===== src/lsu_pkg.sv =====
`default_nettype none

package lsu_pkg;

  ////////////////////////////////////////////////////////////
  // Widths and depth
  ////////////////////////////////////////////////////////////

  // Data and address width
  localparam int XLEN = 32;

  // Byte lanes in one bus word
  localparam int NUM_BYTES = 4;

  // Bus transfers allowed in flight at once
  localparam int MAX_OUTSTANDING = 2;

  // Outstanding counter width, one spare code above the maximum
  localparam int CNT_W = 2;

  ////////////////////////////////////////////////////////////
  // Access size
  ////////////////////////////////////////////////////////////

  // Encoding follows the core's funct3 size bits
  typedef enum logic [1:0] {
    SIZE_BYTE = 2'b00,
    SIZE_HALF = 2'b01,
    SIZE_WORD = 2'b10
  } lsu_size_e;

  ////////////////////////////////////////////////////////////
  // Stage structs
  ////////////////////////////////////////////////////////////

  // One load or store as issued from EX
  typedef struct packed {
    logic            we;
    lsu_size_e       size;
    logic            sext;
    logic [XLEN-1:0] op_a;
    logic [XLEN-1:0] op_b;
    // Store data, not yet rotated into lanes
    logic [XLEN-1:0] wdata;
  } lsu_req_t;

  // Address phase of one bus transfer
  typedef struct packed {
    logic [XLEN-1:0]      addr;
    logic                 we;
    logic [NUM_BYTES-1:0] be;
    logic [XLEN-1:0]      wdata;
  } bus_req_t;

  // Control carried from the address phase to the matching response
  typedef struct packed {
    lsu_size_e  size;
    logic       sext;
    logic       we;
    // Low address bits of the original access
    logic [1:0] offset;
    // Low only on the first transfer of a split
    logic       last;
  } wb_ctrl_t;

endpackage

`default_nettype wire


===== src/lsu_request_stage.sv =====
`default_nettype none
`timescale 1ns/1ps

module lsu_request_stage (
  input  logic              clk,
  input  logic              rst_n,
  input  lsu_pkg::lsu_req_t lsu_req_i,
  input  logic              valid_0_i,
  input  logic              grant_ok_i,
  input  logic              ctrl_update_i,
  output logic              data_req_o,
  output lsu_pkg::bus_req_t bus_req_o,
  output logic              split_0_o,
  output lsu_pkg::wb_ctrl_t wb_ctrl_o
);

  import lsu_pkg::*;

  logic [XLEN-1:0]      addr;
  logic [1:0]           offset;
  logic                 split_q;
  logic [NUM_BYTES-1:0] size_mask;
  logic [NUM_BYTES-1:0] be;
  logic [2*XLEN-1:0]    wdata_dbl;

  ////////////////////////////////////////////////////////////
  // Address and split detection
  ////////////////////////////////////////////////////////////

  // Effective address, base plus offset
  assign addr   = lsu_req_i.op_a + lsu_req_i.op_b;
  assign offset = addr[1:0];

  // Only the first phase can start a split
  // A word off its boundary or a halfword in the top lane spills over
  always_comb begin
    split_0_o = 1'b0;
    if (valid_0_i && !split_q) begin
      case (lsu_req_i.size)
        SIZE_WORD: split_0_o = (offset != 2'b00);
        SIZE_HALF: split_0_o = (offset == 2'b11);
        default:   split_0_o = 1'b0;
      endcase
    end
  end

  // High during the second address phase of a split
  // Dropped when EX empties so the next access starts as a first phase
  always_ff @(posedge clk or negedge rst_n) begin
    if (!rst_n) begin
      split_q <= 1'b0;
    end else if (!valid_0_i) begin
      split_q <= 1'b0;
    end else if (ctrl_update_i) begin
      split_q <= split_0_o;
    end
  end

  ////////////////////////////////////////////////////////////
  // Byte enables
  ////////////////////////////////////////////////////////////

  // Lanes covered by an aligned access of this size
  always_comb begin
    case (lsu_req_i.size)
      SIZE_BYTE: size_mask = 4'b0001;
      SIZE_HALF: size_mask = 4'b0011;
      default:   size_mask = 4'b1111;
    endcase
  end

  // First phase keeps the lanes from the offset upward
  // Second phase takes the lanes pushed out above lane 3
  always_comb begin
    if (split_q) begin
      be = size_mask >> (NUM_BYTES - offset);
    end else begin
      be = size_mask << offset;
    end
  end

  ////////////////////////////////////////////////////////////
  // Write data and bus request
  ////////////////////////////////////////////////////////////

  // Rotate left by the byte offset, so both phases share one word
  assign wdata_dbl = {lsu_req_i.wdata, lsu_req_i.wdata} << (8 * offset);

  always_comb begin
    // Second phase goes to the next word, lane 0 upward
    if (split_q) begin
      bus_req_o.addr = {addr[XLEN-1:2], 2'b00} + XLEN'(NUM_BYTES);
    end else begin
      bus_req_o.addr = addr;
    end
    bus_req_o.we    = lsu_req_i.we;
    bus_req_o.be    = be;
    bus_req_o.wdata = wdata_dbl[2*XLEN-1:XLEN];
  end

  // Request only while a slot is free in the tracker
  assign data_req_o = valid_0_i && grant_ok_i;

  // Control that follows this transfer to WB
  always_comb begin
    wb_ctrl_o.size   = lsu_req_i.size;
    wb_ctrl_o.sext   = lsu_req_i.sext;
    wb_ctrl_o.we     = lsu_req_i.we;
    wb_ctrl_o.offset = offset;
    wb_ctrl_o.last   = !split_0_o;
  end

  // A request left waiting for a grant must not change or drop
  a_req_stable: assert property (
    @(posedge clk) disable iff (!rst_n)
    data_req_o && !ctrl_update_i |=> data_req_o && $stable(bus_req_o)
  );

endmodule

`default_nettype wire


===== src/lsu_response_stage.sv =====
`default_nettype none
`timescale 1ns/1ps

module lsu_response_stage (
  input  logic                     clk,
  input  logic                     rst_n,
  input  logic                     data_rvalid_i,
  input  logic [lsu_pkg::XLEN-1:0] data_rdata_i,
  input  lsu_pkg::wb_ctrl_t        head_ctrl_i,
  output logic                     valid_1_o,
  output logic                     last_1_o,
  output logic                     we_1_o,
  output logic [lsu_pkg::XLEN-1:0] rdata_1_o
);

  import lsu_pkg::*;

  logic [XLEN-1:0]   rdata_q;
  logic              first_half_q;
  logic              first_we_q;
  logic              rdata_is_split;
  logic [2*XLEN-1:0] rdata_full;
  logic [2*XLEN-1:0] rdata_aligned;

  ////////////////////////////////////////////////////////////
  // Response handshake
  ////////////////////////////////////////////////////////////

  // Every response is reported, split halves included
  assign valid_1_o = data_rvalid_i;
  assign last_1_o  = head_ctrl_i.last;
  assign we_1_o    = head_ctrl_i.we;

  ////////////////////////////////////////////////////////////
  // Split capture
  ////////////////////////////////////////////////////////////

  // Low word of a split load, kept until the upper word returns
  always_ff @(posedge clk) begin
    if (data_rvalid_i && !head_ctrl_i.we && !head_ctrl_i.last) begin
      rdata_q <= data_rdata_i;
    end
  end

  // Tracks an open split between its two responses
  always_ff @(posedge clk or negedge rst_n) begin
    if (!rst_n) begin
      first_half_q <= 1'b0;
      first_we_q   <= 1'b0;
    end else if (data_rvalid_i) begin
      first_half_q <= !head_ctrl_i.last;
      first_we_q   <= head_ctrl_i.we;
    end
  end

  ////////////////////////////////////////////////////////////
  // Realign and extend
  ////////////////////////////////////////////////////////////

  // Same split rule as in EX, seen from the stored control
  assign rdata_is_split = ((head_ctrl_i.size == SIZE_WORD) && (head_ctrl_i.offset != 2'b00)) ||
                          ((head_ctrl_i.size == SIZE_HALF) && (head_ctrl_i.offset == 2'b11));

  // Unsplit case doubles the word so the shift wraps it around
  assign rdata_full = rdata_is_split ? {data_rdata_i, rdata_q} :
                                       {data_rdata_i, data_rdata_i};

  // Bring the addressed byte down to lane 0
  assign rdata_aligned = rdata_full >> (8 * head_ctrl_i.offset);

  always_comb begin
    case (head_ctrl_i.size)
      SIZE_BYTE: begin
        rdata_1_o = {{(XLEN-8){head_ctrl_i.sext && rdata_aligned[7]}},
                     rdata_aligned[7:0]};
      end
      SIZE_HALF: begin
        rdata_1_o = {{(XLEN-16){head_ctrl_i.sext && rdata_aligned[15]}},
                     rdata_aligned[15:0]};
      end
      default: begin
        rdata_1_o = rdata_aligned[XLEN-1:0];
      end
    endcase
  end

  // Second response of a split is the last of the same access
  a_split_pair: assert property (
    @(posedge clk) disable iff (!rst_n)
    data_rvalid_i && first_half_q |-> head_ctrl_i.last && (head_ctrl_i.we == first_we_q)
  );

endmodule

`default_nettype wire


===== src/lsu_top.sv =====
`default_nettype none
`timescale 1ns/1ps

module lsu_top (
  input  logic                     clk,
  input  logic                     rst_n,

  // EX side
  input  lsu_pkg::lsu_req_t        lsu_req_i,
  input  logic                     valid_0_i,
  output logic                     ready_0_o,

  // Data bus, address phase
  output lsu_pkg::bus_req_t        bus_req_o,
  output logic                     data_req_o,
  input  logic                     data_gnt_i,

  // Data bus, response phase
  input  logic                     data_rvalid_i,
  input  logic [lsu_pkg::XLEN-1:0] data_rdata_i,

  // WB side
  output logic                     valid_1_o,
  output logic [lsu_pkg::XLEN-1:0] rdata_1_o,
  output logic                     last_1_o,
  output logic                     we_1_o,

  output logic                     busy_o
);

  import lsu_pkg::*;

  logic     grant_ok;
  logic     ctrl_update;
  logic     split_0;
  wb_ctrl_t wb_ctrl;
  wb_ctrl_t head_ctrl;

  ////////////////////////////////////////////////////////////
  // EX stage
  ////////////////////////////////////////////////////////////

  lsu_request_stage u_request (
    .clk           (clk),
    .rst_n         (rst_n),
    .lsu_req_i     (lsu_req_i),
    .valid_0_i     (valid_0_i),
    .grant_ok_i    (grant_ok),
    .ctrl_update_i (ctrl_update),
    .data_req_o    (data_req_o),
    .bus_req_o     (bus_req_o),
    .split_0_o     (split_0),
    .wb_ctrl_o     (wb_ctrl)
  );

  // Counter and control queue between the two stages
  lsu_txn_tracker u_tracker (
    .clk           (clk),
    .rst_n         (rst_n),
    .data_req_i    (data_req_o),
    .data_gnt_i    (data_gnt_i),
    .data_rvalid_i (data_rvalid_i),
    .valid_0_i     (valid_0_i),
    .split_0_i     (split_0),
    .wb_ctrl_i     (wb_ctrl),
    .grant_ok_o    (grant_ok),
    .ctrl_update_o (ctrl_update),
    .ready_0_o     (ready_0_o),
    .busy_o        (busy_o),
    .head_ctrl_o   (head_ctrl)
  );

  ////////////////////////////////////////////////////////////
  // WB stage
  ////////////////////////////////////////////////////////////

  lsu_response_stage u_response (
    .clk           (clk),
    .rst_n         (rst_n),
    .data_rvalid_i (data_rvalid_i),
    .data_rdata_i  (data_rdata_i),
    .head_ctrl_i   (head_ctrl),
    .valid_1_o     (valid_1_o),
    .last_1_o      (last_1_o),
    .we_1_o        (we_1_o),
    .rdata_1_o     (rdata_1_o)
  );

endmodule

`default_nettype wire


===== src/lsu_txn_tracker.sv =====
`default_nettype none
`timescale 1ns/1ps

module lsu_txn_tracker (
  input  logic              clk,
  input  logic              rst_n,
  input  logic              data_req_i,
  input  logic              data_gnt_i,
  input  logic              data_rvalid_i,
  input  logic              valid_0_i,
  input  logic              split_0_i,
  input  lsu_pkg::wb_ctrl_t wb_ctrl_i,
  output logic              grant_ok_o,
  output logic              ctrl_update_o,
  output logic              ready_0_o,
  output logic              busy_o,
  output lsu_pkg::wb_ctrl_t head_ctrl_o
);

  import lsu_pkg::*;

  logic [CNT_W-1:0]                   cnt_q;
  logic [CNT_W-1:0]                   cnt_d;
  logic                               count_up;
  logic                               count_down;
  wb_ctrl_t                           queue_q [MAX_OUTSTANDING];
  logic [$clog2(MAX_OUTSTANDING)-1:0] wr_ptr_q;
  logic [$clog2(MAX_OUTSTANDING)-1:0] rd_ptr_q;

  ////////////////////////////////////////////////////////////
  // Handshakes
  ////////////////////////////////////////////////////////////

  // Address phase accepted by the bus
  assign ctrl_update_o = data_req_i && data_gnt_i;

  // Room for one more transfer
  assign grant_ok_o = (cnt_q < CNT_W'(MAX_OUTSTANDING));

  // EX moves on once its last phase is granted
  assign ready_0_o = !valid_0_i || (ctrl_update_o && !split_0_i);

  assign busy_o = data_req_i || (cnt_q != '0);

  ////////////////////////////////////////////////////////////
  // Outstanding counter
  ////////////////////////////////////////////////////////////

  assign count_up   = ctrl_update_o;
  assign count_down = data_rvalid_i;

  always_comb begin
    case ({count_up, count_down})
      2'b10:   cnt_d = cnt_q + 1'b1;
      2'b01:   cnt_d = cnt_q - 1'b1;
      default: cnt_d = cnt_q;
    endcase
  end

  // Queue pointers share the counter's reset and timing
  always_ff @(posedge clk or negedge rst_n) begin
    if (!rst_n) begin
      cnt_q    <= '0;
      wr_ptr_q <= '0;
      rd_ptr_q <= '0;
    end else begin
      cnt_q <= cnt_d;
      if (count_up) begin
        wr_ptr_q <= wr_ptr_q + 1'b1;
      end
      if (count_down) begin
        rd_ptr_q <= rd_ptr_q + 1'b1;
      end
    end
  end

  // WB control, one slot per transfer in flight
  always_ff @(posedge clk) begin
    if (count_up) begin
      queue_q[wr_ptr_q] <= wb_ctrl_i;
    end
  end

  // Oldest transfer, matches the next in-order response
  assign head_ctrl_o = queue_q[rd_ptr_q];

  a_cnt_bound: assert property (
    @(posedge clk) disable iff (!rst_n)
    cnt_q <= CNT_W'(MAX_OUTSTANDING)
  );

  // Every response belongs to an earlier grant
  a_no_orphan_rsp: assert property (
    @(posedge clk) disable iff (!rst_n)
    data_rvalid_i |-> cnt_q != '0
  );

endmodule

`default_nettype wire


===== config.mk =====
export PLATFORM = sky130hd
export DESIGN_NAME = lsu_top
export DESIGN_NICKNAME = d
export VERILOG_FILES = /design/src/lsu_pkg.sv /design/src/lsu_request_stage.sv /design/src/lsu_response_stage.sv /design/src/lsu_top.sv /design/src/lsu_txn_tracker.sv
export SDC_FILE = /design/constraint.sdc
export NUM_CORES = 1
export LEC_CHECK = 0
export BUFFER_PORTS_ARGS = -buffer_cell sky130_fd_sc_hd__buf_2
export CORE_ASPECT_RATIO = 0.9
export CORE_MARGIN = 2
export CORE_UTILIZATION = 31
export DETAILED_ROUTE_END_ITERATION = 10
export GPL_TIMING_DRIVEN = 1
export HOLD_SLACK_MARGIN = 0.08
export PLACE_DENSITY_LB_ADDON = 0.08
export SLEW_MARGIN = 5
export SYNTH_ARGS = -nofsm -noshare
export SYNTH_HDL_FRONTEND = slang
export SYNTH_HIERARCHICAL = 1
export SYNTH_SLANG_ARGS = --single-unit

===== constraint.sdc =====
create_clock -name clk -period 5.6 [get_ports clk]
set_input_delay 0.28 -clock clk [delete_from_list [all_inputs] [get_ports clk]]
set_output_delay 0.28 -clock clk [all_outputs]
set_load 0.03 [all_outputs]

==> impl_results.md, run 1 <==
* DRC violations left at 0
* PortBufs at 243
* Setup total negative slack at 0 ps
* Post-route clock period utilization at 0.773
* Status: complete, no violations
* Crit-path cells: buf_2 -> ha_1 -> a21oi_1 -> o21ai_0 -> a221oi_2 -> a21oi_1 -> xnor2_1 -> or3b_2 -> nor4b_2 -> o2111ai_1 -> xnor2_1 -> buf_2
* Antenna Violating Nets Remaining at 0
* Synth cell types at 94
* Root Driver: clkbuf_16
* Routed vias at 6,847
* Sequential share of the synthesized area at 0.185
* First drt pass iteration count at 4
* Vias/cell at 5.42
* Syn_nets at 958
* H-tree depth at 2
* Reg-to-reg endpoint: u_response/rdata_q[8]
* Hold depth at 1
* GRT Total Usage at 0.181
* First-pass GRT wire length at 35.1 mm
* Fin. Hold Viols at 0
* # IOs at 244
* Max Clk Rate at 231 MHz
* Core Area at 0.0217 mm^2
* Worst r2r path cells at 3
* Setup crit start kind: primary input
* Maximum buffer depth of the clock tree at 2
* DRT iter0 DRCs at 376
* Fin. max-slew vios at 0
* Die Y at 145 um
* Worst Setup Path Type: in -> out
* N_diodes at 0
* Relative slew slack at 0.279
* Min-Delay Path Class: in -> reg
* Mapped Area at 0.00686 mm^2
* Yosys reg bits at 43
* Share of layout cells above drive strength 1 at 0.362
* Reg clk slew, reported paths at 70 ps
* Largest net degree at the start of global routing at 45
* Worst R2R Setup Slack at 3740 ps
* Clock tree sinks at 43
* Max cap viols at 0
* Clock skew at 6.67 ps
* CTS tree: done
* EDFF count, synth at 38
* Number of synthesis warnings at 6
* Setup ws final at 1270 ps
* Total power at 2970 uW
* Crit-path max cell delay at 600 ps
* Final Setup Violations at 0
* Post-DP HPWL at 17.0 mm
* CP endpoint: bus_req_o[68]
* Drt wl/cell at 17.2 um
* WP buf/inv at 2
* Synthesis-to-finish area growth at 21.3%
* Leak at 0.00347 uW
* Fin area at 0.00832 mm^2
* Ys async rst share at 0.116
* PwrDens at 357 mW/mm^2
* Worst setup EP type: output pin
* DIE AREA at 0.0233 mm^2
* Slowest cell on crit path: a221oi_2
* FP Rows at 51
* Final design utilization at 0.383
* Initial antenna violation count at 0
* Critical path data required time at 5320 ps
* Clk Latency, worst-skew pair at 290 ps
* Initial core utilization at 0.316
* RD Place Congestion at 0.808
* CP arrival at 4050 ps
* CP Depth at 12
* Post-synthesis cell count at 781
* Max FO, Critical Path at 8
* CP startpoint: lsu_req_i[38]
* Total wire length at 21.8 mm
* Post-route minimum period at 4330 ps
* Crit-path leading delay family: compound AO/OA/AOI/OAI gates
* Worst-Margin Slew at 1080 ps
* Mean Syn Cell Area at 8.78 um^2
* Final net count at 1,149
* Unrepaired setup endpoints after global routing: false
* Number of global-route vias before repair at 6,613
* Main synth FF type: edfxtp_1
* CTS Buf Count at 5
* Congestion Overflow GR at 0
* Post-CTS sizing at 0
* Placed Area at 0.00814 mm^2
* HP Start: lsu_req_i[96]
* Postcts setup bufs at 0
* Post-CTS Hold Fix Bufs at 1
* Max VDD drop at 0.000195 V
* Reg2reg start: u_tracker/rd_ptr_q
* Pre-CTS setup slack at 1300 ps
* Die W at 161 um
[worst min path at each step]
stage / endpoint / slack, ps
2_1_floorplan: u_request/split_q / -20
3_3_place_gp: u_request/split_q / 100
3_5_place_dp: u_tracker/cnt_q[1] / 100
4_1_cts: u_tracker/queue_q[0][4] / 170
5_1_grt: u_tracker/queue_q[0][4] / 170
6_report: u_tracker/queue_q[0][4] / 170
[Yosys cell counts, types with 13 or more instances]
| cell type | instances | area share |
|---|---|---|
| nand2_1 | 79 | 0.043 |
| a21oi_1 | 64 | 0.047 |
| nor2_1 | 53 | 0.029 |
| o21ai_0 | 52 | 0.038 |
| mux4_2 | 40 | 0.13 |
| ha_1 | 39 | 0.071 |
| edfxtp_1 | 38 | 0.17 |
| xnor2_1 | 37 | 0.047 |
| nand3_1 | 27 | 0.020 |
| nor3_1 | 23 | 0.017 |
| buf_2 | 21 | 0.015 |
| clkbuf_1 | 21 | 0.011 |
| mux2i_1 | 19 | 0.028 |
| xor2_1 | 18 | 0.023 |
| inv_1 | 15 | 0.0082 |
| nand4_1 | 14 | 0.013 |
| a211oi_1 | 13 | 0.014 |
| mux2_2 | 13 | 0.021 |
[state kept, by name, indices dropped and copies added (netlist names)]
name,flops
u_tracker/rd_ptr_q,1
u_request/split_q,1
u_tracker/cnt_q,2
u_tracker/wr_ptr_q,1
u_response/rdata_q,24
u_tracker/queue_q,14
[cell type report]
class	count	area [um^2]
Clock buffer	5	125
Inverter	16	60.1
Sequential cell	43	1270
Tap cell	291	364
Clock inverter	3	47.5
Multi-Input combinational cell	659	5210
Timing Repair Buffer	247	1250
Fill cell	2325	13400
[layout by cell type (no fill, tap or decap), types with 3 or more instances in the layout]
master,instances
and3_1,6
nand3_1,27
o211ai_1,5
nand2b_1,5
o31ai_1,6
ha_1,38
nor4_1,4
nand2_1,79
nand2_2,10
o21ai_0,52
edfxtp_1,38
nor2b_1,5
and2_1,6
and4_1,6
nand3b_1,4
nand4_1,14
buf_2,243
nor2_1,53
mux2_2,13
dfrtp_1,5
a211oi_1,13
clkbuf_16,5
mux2i_1,19
o21bai_1,4
a31oi_1,9
inv_1,15
or3_1,6
xnor2_1,37
nor3_1,23
buf_4,3
xor2_1,18
mux4_2,40
a311oi_1,7
a211o_1,5
a31o_2,3
a21oi_1,64
o21a_1,4
a21o_1,10
[routing by layer]
layer / share of wire / track usage / up-vias / wire length (um)
met4: 0.015 / 0.0442 / 0 / 330
met2: 0.48 / 0.304 / 171 / 10300
li1: - / - / 3365 / -
met5: 0 / 0 / - / 0
met3: 0.045 / 0.0140 / 17 / 971
met1: 0.47 / 0.255 / 3294 / 10100
[cells by family (layout without fill, tap and decap cells)]
kind of cell,after synthesis,in the layout,share of synthesized area
adder cells (fa/ha/maj),40,40,0.0741
multiplexers,72,72,0.181
AND/OR/NAND/NOR,275,275,0.213
XOR/XNOR,56,56,0.0726
flip-flops,43,43,0.185
buffers and inverters,79,271,0.0573
AO/OA/AOI/OAI,216,216,0.218
[stage by stage]
step / hold slack, ps / cells
final: 175 / 1264
after global routing: 167 / 1264
after CTS: 166 / 1264
after detailed placement: 104 / 1255
after global placement: 105 / 1255
after floorplan: -15.6 / 781
[where the power goes]
group	total, uW	switching, uW	leakage (uW)	internal, uW
Clock	345	132	0.0000844	213
Sequential	428	30.0	0.000405	398
Combinational	2190	1460	0.00298	735
Total	2970	1620	0.00347	1350
Power figures use the tool's default switching activity.
==> inputs of run 2 (changes only) <==
Settings changed: ABC_AREA set to 1.
Clock period 5.6 ns to 3.8 ns, I/O delays scaled along.
==> run 2 against run 1 <==
Compared with the run above:
- global-route usage grew 0.39 points
- routed wire length grew 12%
- via count up 25%
- synthesized cell count is 64% higher
- sequential share of layout area is 1.3 points lower
- clock skew decreased by 2.8 ps
- critical path type is now reg -> out
- highest routed layer unchanged
==> impl_results.md, run 2 <==
* Status: complete, no violations
* Synthesis-to-finish area growth at 21.1%
* Number of synthesis warnings at 6 (unchanged)
* CTS tree: done
* Relative slew slack at 0.603 (+0.324)
* Max FFs per register at 24 (unchanged)
* Post-CTS sizing at 0 (unchanged)
* Antenna Violating Nets Remaining at 0 (unchanged)
* PortBufs at 243 (unchanged)
* Setup crit start kind: flip-flop
* Worst setup EP type: output pin
* Top Registers: u_response/rdata_q: 24 flops, u_tracker/queue_q: 14 flops, u_tracker/cnt_q: 2 flops
* Min-Delay Path Class: in -> reg
* RD Place Congestion at 0.905 (+12%)
* Clk Latency, worst-skew pair at 280 ps (about the same)
* Main synth FF type: edfxtp_1
* Ys async rst share at 0.116 (unchanged)
* Die W at 168 um (+4.4%)
* Worst-Margin Slew at 593 ps (-488 ps)
* CTS Buf Count at 5 (unchanged)
* Leak at 0.00514 uW (+48%)
* Most frequent cells in the layout: 417 x nand2_1, 243 x buf_2, 186 x inv_1
* DRC violations left at 0 (unchanged)
* EDFF count, synth at 38 (unchanged)
* N_diodes at 0 (unchanged)
* PwrDens at 554 mW/mm^2 (+55%)
* Synth top area cells: nand2_1 21%, edfxtp_1 15%, nand3_1 12%
* Most common cell after layout, fill and taps aside: nand2_1
* Postcts setup bufs at 0 (unchanged)
* Die Y at 151 um (+4.4%)
* Most frequent cell after synthesis: nand2_1
* Drt wl/cell at 13.5 um (-21%)
* Worst Setup Path Type: reg -> out
* Critical path data required time at 3610 ps (-1710 ps)
* Hold Slack at 92.1 ps (-82.9 ps)
* Clock skew at 3.90 ps (-2.78 ps)
* Most flops, register: u_response/rdata_q
* Core Area at 0.0235 mm^2 (+8.5%)
* FP Rows at 53 (+3.9%)
* Post-route minimum period at 3270 ps
* Max cap viols at 0 (unchanged)
* Final net count at 1,672 (+46%)
* Vias/cell at 4.75 (-12%)
* Root Driver: clkbuf_16
* Congestion Overflow GR at 0 (unchanged)
* Synth cell count leaders: 417 x nand2_1, 186 x inv_1, 172 x nand3_1, 83 x nor2_1, 66 x o21ai_0
* Share of layout cells above drive strength 1 at 0.233 (-0.129)
* Fin. Hold Viols at 0 (unchanged)
* Number of global-route vias before repair at 7,497 (+13%)
* Post-DP HPWL at 20.1 mm (+18%)
* Yosys reg bits at 43 (unchanged)
* CP arrival at 3080 ps (-970 ps)
* Fin. max-slew vios at 0 (unchanged)
* Initial antenna violation count at 0 (unchanged)
* Post-synthesis cell count at 1,277 (+64%)
* Max VDD drop at 0.000354 V (+82%)
* Routed vias at 8,543 (+25%)
* Synth cell types at 43 (-54%)
* Mapped Area at 0.00748 mm^2 (+9.2%)
* Maximum buffer depth of the clock tree at 2 (unchanged)
* Final Setup Violations at 0 (unchanged)
* # IOs at 244 (unchanged)
* DIE AREA at 0.0254 mm^2 (+8.9%)
* H-tree depth at 2 (unchanged)
* Reg clk slew, reported paths at 60 ps (about the same)
* GRT Total Usage at 0.185 (+0.00392)
* Mean Syn Cell Area at 5.86 um^2 (-33%)
* Setup total negative slack at 0 ps (unchanged)
* Post-route clock period utilization at 0.860
* Total wire length at 24.4 mm (+12%)
* DRT iter0 DRCs at 518 (+38%)
* Sequential share of the synthesized area at 0.169 (-0.0155)
* First-pass GRT wire length at 38.4 mm (+9.3%)
* Max Clk Rate at 306 MHz
* First drt pass iteration count at 5 (+1)
* Clock tree sinks at 43 (unchanged)
* Fill cell count at 2,630 (+13%)
* Largest area contributor in the netlist: nand2_1
* Yosys top cell area share at 0.209 (+0.0427)
* Initial core utilization at 0.318 (+0.00196)
* Syn_nets at 1,454 (+52%)
* Largest net degree at the start of global routing at 50 (+11%)
* Unrepaired setup endpoints after global routing: false
* Max FO, Critical Path at 19 (+11)
run 2: power breakdown:
group / switching [uW] / total [uW] / internal (uW)
Combinational: 2800 / 3940 / 1150
Clock: 179 / 421 / 243
Sequential: 50.1 / 660 / 610
Total: 3030 / 5020 / 2000
run 2: repair_timing:
item,in CTS,in global routing
endpoints found under the setup margin,0,0
endpoints found under the hold margin,5,0
hold buffers,1,0
run 2: cell type report:
cell class | instances | area (um^2) | area share
well taps | 302 | 378 | 0.0417
repair buffers | 256 | 1320 | 0.145
inverters | 196 | 741 | 0.0817
clock buffers | 6 | 129 | 0.0142
multi-input cells | 993 | 5220 | 0.576
clock inverters | 2 | 12.5 | 0.00138
flip-flops and latches | 43 | 1270 | 0.140
run 2: routing by layer:
metal / wire length [um] / part of all wire / vias to the layer above / GRT usage
li1: - / - / 4530 / -
met1: 12300 / 0.51 / 3737 / 0.278
met2: 10100 / 0.42 / 269 / 0.282
met3: 1790 / 0.073 / 7 / 0.0361
met4: 104 / 0.0043 / 0 / 0.0196
met5: 0 / 0 / - / 0
run 2: cells by family after synthesis:
kind of cell	Yosys count	share of synthesized area
adder cells (fa/ha/maj)	40	0.0679
flip-flops	43	0.169
multiplexers	32	0.0428
XOR/XNOR	24	0.0301
AO/OA/AOI/OAI	124	0.0879
AND/OR/NAND/NOR	773	0.468
buffers and inverters	241	0.134
run 2: critical path: stages (launching register included):
cell and delay, ps:
dfrtp_1 520, o21ai_0 460, inv_2 100, nor2_2 140, nand2_4 180, nand2_4 230
nand2_1 90, nand3_1 70, nand2_1 50, inv_1 80, nand3_2 400, nand3_1 230
buf_2 220
run 2: per-stage QoR:
step	power [uW]	util	cells	setup WS, ps	cell area [um^2]
after floorplan	3620	-	1277	816	7480
after global routing	5460	0.385	1798	237	9070
after global placement	4630	0.379	1789	665	8910
after detailed placement	4620	0.379	1789	650	8910
final	5020	0.385	1798	532	9070
after CTS	5060	0.385	1798	520	9070
run 2: path summary, 6_finish.rpt:
path | start | end | slack [ps] | cells past startpoint
hold reg to reg | u_tracker/cnt_q[1] | u_tracker/cnt_q[1] | 470 | 2
setup reg to reg | u_tracker/rd_ptr_q | u_response/rdata_q[10] | 2090 | 3
min in group asynchronous | rst_n | u_request/split_q | 260 | 2
setup / recovery | u_tracker/rd_ptr_q | rdata_1_o[17] | 530 | 12
max in group asynchronous | rst_n | u_tracker/wr_ptr_q | 3400 | 2
hold / removal | data_rdata_i[8] | u_response/rdata_q[8] | 90 | 1
